--- config.mk ---
export PLATFORM = sky130hd
export DESIGN_NAME = io_datapath_top
export DESIGN_NICKNAME = d
export VERILOG_FILES = /design/src/source/phy_cfg_pkg.sv /design/src/source/phy_types_pkg.sv /design/src/source/write_lane_decode.sv /design/src/source/read_valid_delay.sv /design/src/source/read_valid_merge.sv /design/src/source/io_datapath_top.sv
export SDC_FILE = /design/constraint.sdc
export NUM_CORES = 1
export LEC_CHECK = 0
export BUFFER_PORTS_ARGS = -buffer_cell sky130_fd_sc_hd__buf_4
export CAP_MARGIN = 20
export CORE_MARGIN = 2
export CORE_UTILIZATION = 24
export DETAILED_ROUTE_END_ITERATION = 7
export HOLD_SLACK_MARGIN = 0.15
export PLACE_DENSITY_LB_ADDON = 0.25
export SYNTH_ARGS = -nofsm -noshare
export SYNTH_HDL_FRONTEND = slang
export SYNTH_SLANG_ARGS = --single-unit
--- constraint.sdc ---
create_clock -name pll_afi_clk -period 2.9 [get_ports pll_afi_clk]
set_input_delay 0.145 -clock pll_afi_clk [delete_from_list [all_inputs] [get_ports pll_afi_clk]]
set_output_delay 0.145 -clock pll_afi_clk [all_outputs]
set_load 0.02 [all_outputs]
--- src/source/phy_cfg_pkg.sv ---
//~~~~~~~~~~~~~~~~~~~~~~~~~~~~~~~~~~~~~~~~~~~~~~~~~~~~~~~~~~
// PHY datapath configuration
//~~~~~~~~~~~~~~~~~~~~~~~~~~~~~~~~~~~~~~~~~~~~~~~~~~~~~~~~~~

package phy_cfg_pkg;

	// DQS groups and their widths
	localparam int NUM_GROUPS   = 2;
	localparam int DQ_PER_GROUP = 8;
	localparam int DM_PER_GROUP = 1;

	// Half rate gives four data slots and two enable phases per AFI cycle
	localparam int NUM_SLOTS      = 4;
	localparam int NUM_PHASES     = 2;
	localparam int AFI_RATE_RATIO = 2;

	// Read latency setting from the sequencer
	localparam int LAT_WIDTH = 5;

	// Per-group VFIFO offset, saturating at its all-ones value
	localparam int VFIFO_OFS_WIDTH = 3;

	// Covers the extra shift plus the largest latency and offset
	localparam int DELAY_DEPTH = 40;

	// Flattened AFI write bus widths
	localparam int AFI_DQ_WIDTH = NUM_SLOTS * NUM_GROUPS * DQ_PER_GROUP;
	localparam int AFI_DM_WIDTH = NUM_SLOTS * NUM_GROUPS * DM_PER_GROUP;
	localparam int AFI_EN_WIDTH = NUM_PHASES * NUM_GROUPS;

endpackage

--- src/source/phy_types_pkg.sv ---
//~~~~~~~~~~~~~~~~~~~~~~~~~~~~~~~~~~~~~~~~~~~~~~~~~~~~~~~~~~
// PHY datapath bus types
//~~~~~~~~~~~~~~~~~~~~~~~~~~~~~~~~~~~~~~~~~~~~~~~~~~~~~~~~~~

package phy_types_pkg;

	import phy_cfg_pkg::*;

	// AFI write bus, ordered by time slot and then by DQS group
	// Slot 0 of group 0 sits in the lowest bits
	typedef struct packed {
		logic [AFI_DQ_WIDTH-1:0] dq;
		logic [AFI_DM_WIDTH-1:0] wrdata_mask;
		logic [AFI_EN_WIDTH-1:0] wrdata_en;
		logic [AFI_EN_WIDTH-1:0] dqs_en;
		logic [AFI_EN_WIDTH-1:0] oct_ena;
	} afi_write_t;

	// Write lane of a single DQS group
	typedef struct packed {
		logic [NUM_SLOTS-1:0][DQ_PER_GROUP-1:0]  dq_slots;
		logic [NUM_SLOTS-1:0][DM_PER_GROUP-1:0]  dm_slots;
		logic [NUM_PHASES-1:0][DQ_PER_GROUP-1:0] oe;
		logic [NUM_PHASES-1:0]                   dqs_en;
		logic [NUM_PHASES-1:0]                   oct_ena;
	} group_write_t;

	// Read controls from the sequencer
	typedef struct packed {
		logic [LAT_WIDTH-1:0]  latency;
		logic [NUM_GROUPS-1:0] inc_vfifo;
	} read_ctrl_t;

endpackage

--- src/source/write_lane_decode.sv ---
//~~~~~~~~~~~~~~~~~~~~~~~~~~~~~~~~~~~~~~~~~~~~~~~~~~~~~~~~~~
// Write lane regrouping
//~~~~~~~~~~~~~~~~~~~~~~~~~~~~~~~~~~~~~~~~~~~~~~~~~~~~~~~~~~

`timescale 1ns/1ns

module write_lane_decode #(
	parameter int REGISTER_C2P = 1
) (
	input  logic                      pll_afi_clk,
	input  logic                      reset_n_afi_clk,
	input  phy_types_pkg::afi_write_t afi_write,
	output phy_types_pkg::group_write_t [phy_cfg_pkg::NUM_GROUPS-1:0] write_lanes
);

	import phy_cfg_pkg::*;
	import phy_types_pkg::*;

	afi_write_t write_bus;

	// Optional core-to-periphery register on the whole bus
	generate
		if (REGISTER_C2P != 0) begin : g_c2p_reg
			always_ff @(posedge pll_afi_clk or negedge reset_n_afi_clk) begin
				if (!reset_n_afi_clk) begin
					write_bus <= '0;
				end else begin
					write_bus <= afi_write;
				end
			end
		end else begin : g_c2p_bypass
			assign write_bus = afi_write;
		end
	endgenerate

	// The AFI bus is slot-major: slice s of group g sits at index s * NUM_GROUPS + g
	always_comb begin
		int slice;

		for (int g = 0; g < NUM_GROUPS; g++) begin
			for (int s = 0; s < NUM_SLOTS; s++) begin
				slice = s * NUM_GROUPS + g;
				write_lanes[g].dq_slots[s] =
					write_bus.dq[slice*DQ_PER_GROUP +: DQ_PER_GROUP];
				write_lanes[g].dm_slots[s] =
					write_bus.wrdata_mask[slice*DM_PER_GROUP +: DM_PER_GROUP];
			end

			// Enables use the same phase-major order, one bit per group
			for (int p = 0; p < NUM_PHASES; p++) begin
				slice = p * NUM_GROUPS + g;
				write_lanes[g].oe[p]      = {DQ_PER_GROUP{write_bus.wrdata_en[slice]}};
				write_lanes[g].dqs_en[p]  = write_bus.dqs_en[slice];
				write_lanes[g].oct_ena[p] = write_bus.oct_ena[slice];
			end
		end
	end

endmodule

--- src/source/read_valid_delay.sv ---
//~~~~~~~~~~~~~~~~~~~~~~~~~~~~~~~~~~~~~~~~~~~~~~~~~~~~~~~~~~
// Read valid latency and VFIFO delay
//~~~~~~~~~~~~~~~~~~~~~~~~~~~~~~~~~~~~~~~~~~~~~~~~~~~~~~~~~~

`timescale 1ns/1ns

module read_valid_delay #(
	parameter int EXTRA_VFIFO_SHIFT = 0
) (
	input  logic                                pll_afi_clk,
	input  logic                                reset_n_afi_clk,
	input  logic                                rdata_en_full,
	input  phy_types_pkg::read_ctrl_t           read_ctrl,
	input  logic                                mem_stable,
	output logic [phy_cfg_pkg::NUM_GROUPS-1:0]  group_valid
);

	import phy_cfg_pkg::*;

	localparam int TAP_WIDTH = $clog2(DELAY_DEPTH);
	localparam logic [VFIFO_OFS_WIDTH-1:0] OFS_MAX = '1;

	logic                                             rdata_en_shifted;
	logic [NUM_GROUPS-1:0][VFIFO_OFS_WIDTH-1:0]       vfifo_ofs;
	logic [NUM_GROUPS-1:0][DELAY_DEPTH-1:0]           delay_line;
	logic [NUM_GROUPS-1:0][TAP_WIDTH-1:0]             tap;

	// Fixed extra shift of the read-enable strobe
	generate
		if (EXTRA_VFIFO_SHIFT == 0) begin : g_no_shift
			assign rdata_en_shifted = rdata_en_full;
		end else begin : g_shift
			logic [EXTRA_VFIFO_SHIFT-1:0] shift_q;

			always_ff @(posedge pll_afi_clk or negedge reset_n_afi_clk) begin
				if (!reset_n_afi_clk) begin
					shift_q <= '0;
				end else begin
					shift_q[0] <= rdata_en_full;
					for (int k = 1; k < EXTRA_VFIFO_SHIFT; k++) begin
						shift_q[k] <= shift_q[k-1];
					end
				end
			end

			assign rdata_en_shifted = shift_q[EXTRA_VFIFO_SHIFT-1];
		end
	endgenerate

	// VFIFO offsets stay at zero until the memory interface is stable
	always_ff @(posedge pll_afi_clk or negedge reset_n_afi_clk) begin
		if (!reset_n_afi_clk) begin
			vfifo_ofs <= '0;
		end else if (!mem_stable) begin
			vfifo_ofs <= '0;
		end else begin
			for (int g = 0; g < NUM_GROUPS; g++) begin
				if (read_ctrl.inc_vfifo[g] && vfifo_ofs[g] != OFS_MAX) begin
					vfifo_ofs[g] <= vfifo_ofs[g] + 1'b1;
				end
			end
		end
	end

	// One delay line per group, several strobes may be in flight
	always_ff @(posedge pll_afi_clk or negedge reset_n_afi_clk) begin
		if (!reset_n_afi_clk) begin
			delay_line <= '0;
		end else begin
			for (int g = 0; g < NUM_GROUPS; g++) begin
				delay_line[g] <= {delay_line[g][DELAY_DEPTH-2:0], rdata_en_shifted};
			end
		end
	end

	// Tap k holds the shifted strobe from k + 1 cycles ago
	always_comb begin
		for (int g = 0; g < NUM_GROUPS; g++) begin
			tap[g] = TAP_WIDTH'(read_ctrl.latency) + TAP_WIDTH'(vfifo_ofs[g]);
			group_valid[g] = delay_line[g][tap[g]];
		end
	end

endmodule

--- src/source/read_valid_merge.sv ---
//~~~~~~~~~~~~~~~~~~~~~~~~~~~~~~~~~~~~~~~~~~~~~~~~~~~~~~~~~~
// Read valid merge
//~~~~~~~~~~~~~~~~~~~~~~~~~~~~~~~~~~~~~~~~~~~~~~~~~~~~~~~~~~

`timescale 1ns/1ns

module read_valid_merge (
	input  logic                                    pll_afi_clk,
	input  logic                                    reset_n_afi_clk,
	input  logic [phy_cfg_pkg::NUM_GROUPS-1:0]      group_valid,
	output logic [phy_cfg_pkg::AFI_RATE_RATIO-1:0]  afi_rdata_valid
);

	import phy_cfg_pkg::*;

	logic all_groups_valid;

	// The read is only valid once every group has aligned
	assign all_groups_valid = &group_valid;

	always_ff @(posedge pll_afi_clk or negedge reset_n_afi_clk) begin
		if (!reset_n_afi_clk) begin
			afi_rdata_valid <= '0;
		end else begin
			afi_rdata_valid <= {AFI_RATE_RATIO{all_groups_valid}};
		end
	end

endmodule

--- src/source/io_datapath_top.sv ---
//~~~~~~~~~~~~~~~~~~~~~~~~~~~~~~~~~~~~~~~~~~~~~~~~~~~~~~~~~~
// DDR3 I/O core datapath
//~~~~~~~~~~~~~~~~~~~~~~~~~~~~~~~~~~~~~~~~~~~~~~~~~~~~~~~~~~

`timescale 1ns/1ns

module io_datapath_top #(
	parameter int REGISTER_C2P      = 1,
	parameter int EXTRA_VFIFO_SHIFT = 1
) (
	input  logic                                    pll_afi_clk,
	input  logic                                    reset_n_afi_clk,
	input  phy_types_pkg::afi_write_t               afi_write,
	input  logic                                    rdata_en_full,
	input  phy_types_pkg::read_ctrl_t               read_ctrl,
	input  logic                                    mem_stable,
	output phy_types_pkg::group_write_t [phy_cfg_pkg::NUM_GROUPS-1:0] write_lanes,
	output logic [phy_cfg_pkg::AFI_RATE_RATIO-1:0]  afi_rdata_valid
);

	import phy_cfg_pkg::*;

	logic [NUM_GROUPS-1:0] group_valid;

	write_lane_decode #(
		.REGISTER_C2P (REGISTER_C2P)
	) decode_i (
		.pll_afi_clk     (pll_afi_clk),
		.reset_n_afi_clk (reset_n_afi_clk),
		.afi_write       (afi_write),
		.write_lanes     (write_lanes)
	);

	// Read path: strobe delay per group, then merge across groups
	read_valid_delay #(
		.EXTRA_VFIFO_SHIFT (EXTRA_VFIFO_SHIFT)
	) delay_i (
		.pll_afi_clk     (pll_afi_clk),
		.reset_n_afi_clk (reset_n_afi_clk),
		.rdata_en_full   (rdata_en_full),
		.read_ctrl       (read_ctrl),
		.mem_stable      (mem_stable),
		.group_valid     (group_valid)
	);

	read_valid_merge merge_i (
		.pll_afi_clk     (pll_afi_clk),
		.reset_n_afi_clk (reset_n_afi_clk),
		.group_valid     (group_valid),
		.afi_rdata_valid (afi_rdata_valid)
	);

endmodule

==> results.rst <==
.. list-table::
   :header-rows: 1

   * - Metric
     - Value
   * - Wire length of the first global-routing pass
     - between 15000 and 20000 um
   * - Count of cells along the worst register-to-register path
     - 9
   * - Vias
     - 3251
   * - Number of buffers created by CTS
     - 17
   * - Portion of total power attributed to combinational logic
     - 16.1%
   * - Pwr dens
     - between 600 and 700 nW/um^2
   * - Layout cells sized above 1
     - approximately 47%
   * - Drt first pass iters
     - 6
   * - Biggest area contributors in the synthesized netlist
     - sky130_fd_sc_hd__dfrtp_1 71%, sky130_fd_sc_hd__mux4_2 6.7%, sky130_fd_sc_hd__buf_4 4.6%
   * - Run status
     - finished, final reports clean
   * - Count of endpoints failing hold in the final timing report
     - 0
   * - Reported max-cap violation count
     - 0
   * - Yosys warns
     - 0
   * - Post-Route Hold Slack
     - 0.1983 ns
   * - Data arrival time at the worst-slack endpoint
     - slightly below 3 ns
   * - Required time at the worst-slack endpoint
     - approximately 3.2 ns
   * - Fraction of the core area covered by cells at the end of the flow
     - between 40 and 50%
   * - Overall routed net length
     - approximately 11000 um
   * - Worst min path class
     - in -> reg
   * - Final global-route overflow total
     - 0
   * - Post-Syn Instances
     - 263
   * - Switching portion of total power
     - 23.96%
   * - WL per Instance
     - between 10 and 15 um
   * - Cell types with the highest counts after synthesis
     - 132 x sky130_fd_sc_hd__dfrtp_1, 29 x sky130_fd_sc_hd__buf_4, 18 x sky130_fd_sc_hd__mux2i_1, 14 x sky130_fd_sc_hd__mux4_2, 10 x sky130_fd_sc_hd__ha_1
   * - Overall fraction of global-route tracks in use
     - between 10 and 15%
   * - Full die area
     - between 20000 and 25000 um^2
   * - Latest clock arrival within the worst-skew pair
     - 0.41 ns
   * - Max FO, Critical Path
     - 6
   * - Per-cell via count in the routed design
     - about 3.9
   * - Clock input transition at the sequential cells of the worst setup and hold paths
     - about 0.06 ns
   * - Via count of the first global-routing pass
     - 3643
   * - Maximum number of pins on one net before global-route repair
     - 77
   * - Number of placed I/O pins
     - 209
   * - Number of antenna diodes
     - 0
   * - Hold path start
     - read_ctrl[6]
   * - Starting DRC count in detailed routing
     - between 70 and 80
   * - Async S/R FF share, synth
     - between 90% and 100%
   * - Cell with the most instances after synthesis
     - sky130_fd_sc_hd__dfrtp_1
   * - Clock group share of total power
     - between 40% and 50%
   * - NetSw
     - 1225 uW
   * - Initial standard-cell utilization of the core
     - 24.22%
   * - Area share of the largest cell type after synthesis
     - around 70%
   * - Global placement routability congestion
     - 0.7354
   * - Maximum clock path buffer count
     - 2
   * - Syn Area/Cell
     - 17.81 um^2
   * - Remaining antenna violation count after routing
     - 0
   * - Net Count, Synth
     - 370
   * - Core ar.
     - between 15000 and 20000 um^2
   * - Fin Clk Skew
     - roughly 0.0075 ns
   * - Unrepaired setup endpoints after global routing
     - false
   * - Post-route minimum period
     - 2.658 ns
   * - Die outline height
     - about 140 um
   * - Internal power
     - slightly below 4000 uW
   * - Post-CTS Setup Bufs
     - 0
   * - Leak Pwr
     - between 0.003 and 0.004 uW
   * - Setup-failing EPs final
     - 0
   * - Register share of total power
     - 39.0%
   * - Area delta synth->final
     - 68.80%
   * - Worst setup path start
     - delay_i.vfifo_ofs[0]
   * - Number of remaining DRC errors
     - 0
   * - TritonCTS clock tree
     - yes
   * - Nets@finish
     - approximately 660
   * - Die Wd
     - between 100 and 150 um
   * - Worst hold endpoint
     - merge_i.afi_rdata_valid[0]
   * - Library cell with the largest summed area after synthesis
     - sky130_fd_sc_hd__dfrtp_1
   * - Number of antenna violations at the first check in global routing
     - 0
   * - Max H-tree Level
     - 4
   * - Number of enable-type register cells in the synthesized netlist
     - 0
   * - Startpoint of the lowest-slack register-to-register path
     - delay_i.vfifo_ofs[0]
   * - Reg-to-reg critical path endpoint
     - merge_i.afi_rdata_valid[0]
   * - Fin Setup TNS
     - 0 ns
   * - Worst VDD drop
     - approximately 380 uV
   * - Sequential-to-total area share from yosys stat
     - a little over two thirds
   * - Number of placement rows
     - between 50 and 60
   * - Worst hold stages
     - 4
   * - Number of synthesized register bits
     - 132
   * - Worst Tran Pin Value
     - 0.6755 ns
   * - Crit. End Element
     - flip-flop
   * - Rel. slew slack
     - 54.97%
   * - Clock sink count
     - between 100 and 150
   * - Startpoint class of the critical path
     - flip-flop
   * - Most used flip-flop cell after synthesis
     - sky130_fd_sc_hd__dfrtp_1
   * - Pins over their slew limit
     - 0
   * - Root buffer cell
     - sky130_fd_sc_hd__clkbuf_16
   * - DPL Wire Length
     - 7455 um
   * - WS Path Type
     - reg -> reg
   * - Fmax
     - 376.2 MHz
   * - Number of distinct standard cells referenced by the synthesized netlist
     - 32
   * - Worst reg-to-reg setup slack
     - approximately 0.24 ns
   * - Port bufs
     - roughly 210
   * - Share of the clock period used by the worst path
     - ~90%
   * - Cell Area, Synth
     - 4683 um^2
[flip-flops by register name, summed over array words and instances, names as in the netlist]
name / cells
decode_i.write_lanes: 84
delay_i.delay_line: 40
delay_i.g_shift.shift_q: 1
delay_i.vfifo_ofs: 6
merge_i.afi_rdata_valid: 1
[metrics by stage]
step,cells,total power (uW),setup slack [ns],area [um^2]
after floorplan,263,2440,0.3885,4683
after global placement,711,2762,0.2123,6389
after detailed placement,711,2765,0.1221,6389
after CTS,830,5200,0.1146,7894
after global routing,830,5367,0.06074,7905
final,830,5112,0.2416,7905
[layer usage]
layer	track usage [%]	part of all wire, %	vias to the layer above
met1	12.83	40	1637
met4	3.870	1.4	0
li1	-	-	1470
met5	0	0	-
met3	4.765	6.3	15
met2	19.70	53	129
[how the worst max path moves through the flow]
stage	endpoint	slack (ns)	depth (start not counted)
2_1_floorplan	merge_i.afi_rdata_valid[0]	0.39	9
3_3_place_gp	merge_i.afi_rdata_valid[0]	0.21	9
3_5_place_dp	merge_i.afi_rdata_valid[0]	0.12	9
4_1_cts	merge_i.afi_rdata_valid[0]	0.11	9
5_1_grt	merge_i.afi_rdata_valid[0]	0.06	9
6_report	merge_i.afi_rdata_valid[0]	0.24	9
[placed cells by master, fill, tap and decap left out, types with 2 or more instances in the layout]
| master | Yosys | layout |
|---|---|---|
| sky130_fd_sc_hd__inv_1 | 7 | 7 |
| sky130_fd_sc_hd__fa_1 | 2 | 2 |
| sky130_fd_sc_hd__a21oi_1 | 3 | 3 |
| sky130_fd_sc_hd__and2_1 | 2 | 2 |
| sky130_fd_sc_hd__mux4_2 | 14 | 14 |
| sky130_fd_sc_hd__clkbuf_1 | 1 | 2 |
| sky130_fd_sc_hd__nor2b_1 | 8 | 8 |
| sky130_fd_sc_hd__bufinv_16 | 0 | 4 |
| sky130_fd_sc_hd__inv_6 | 0 | 2 |
| sky130_fd_sc_hd__clkbuf_16 | 0 | 17 |
| sky130_fd_sc_hd__nor2_1 | 2 | 2 |
| sky130_fd_sc_hd__ha_1 | 10 | 10 |
| sky130_fd_sc_hd__mux2i_1 | 18 | 18 |
| sky130_fd_sc_hd__dlygate4sd3_1 | 0 | 87 |
| sky130_fd_sc_hd__xnor2_1 | 4 | 4 |
| sky130_fd_sc_hd__a21o_1 | 2 | 2 |
| sky130_fd_sc_hd__dfrtp_1 | 132 | 132 |
| sky130_fd_sc_hd__o21ai_0 | 5 | 5 |
| sky130_fd_sc_hd__buf_4 | 29 | 215 |
| sky130_fd_sc_hd__xor2_1 | 3 | 3 |
| sky130_fd_sc_hd__clkinvlp_4 | 0 | 3 |
| sky130_fd_sc_hd__mux4_1 | 6 | 6 |
| sky130_fd_sc_hd__clkbuf_8 | 1 | 2 |
[repair_timing]
action                                  in CTS  in global routing
endpoints found under the hold margin      164                  0
hold buffers                                87                  0
endpoints found under the setup margin       0                  1
gates resized for setup                      0                  1
[logic make-up (layout without fill, tap and decap cells)]
| logic type | after synthesis | in the layout | synth area share (%) |
|---|---|---|---|
| adders and majority gates | 12 | 12 | 3.527 |
| muxes | 38 | 38 | 13.95 |
| xor gates and xnor gates | 8 | 8 | 1.657 |
| buffers and inverters | 40 | 342 | 5.931 |
| AOI/OAI and AO/OA | 14 | 14 | 1.950 |
| and+or+nand+nor | 19 | 19 | 2.458 |
| DFF | 132 | 132 | 70.53 |
[power groups by stage]
stage	sequential, uW	combinational [uW]	clock (uW)
after floorplan	2100	338	0
after global placement	2030	736	0
after detailed placement	2030	737	0
after CTS	2000	834	2370
after global routing	2010	897	2460
final	1990	823	2290
[area by class of cell]
cell class,count,area (um^2)
inverter,7,26.28
clock buffer,21,460.4
multi-input combinational,91,1114
sequential,132,3303
timing repair buffer,303,2496
clock inverter,11,173.9
tap,265,331.6
fill,1811,11430
[worst max-delay path, cell delays in order (launching register included)]
cell                        delay, ns
sky130_fd_sc_hd__dfrtp_1         0.39
sky130_fd_sc_hd__ha_1            0.18
sky130_fd_sc_hd__inv_1           0.05
sky130_fd_sc_hd__fa_1            0.52
sky130_fd_sc_hd__xnor2_4         0.33
sky130_fd_sc_hd__mux4_1          0.60
sky130_fd_sc_hd__mux2i_1         0.13
sky130_fd_sc_hd__mux2i_1         0.08
sky130_fd_sc_hd__o21ai_1         0.17
sky130_fd_sc_hd__a2111oi_2       0.07
Note: power is estimated with default switching activity, not from simulation.
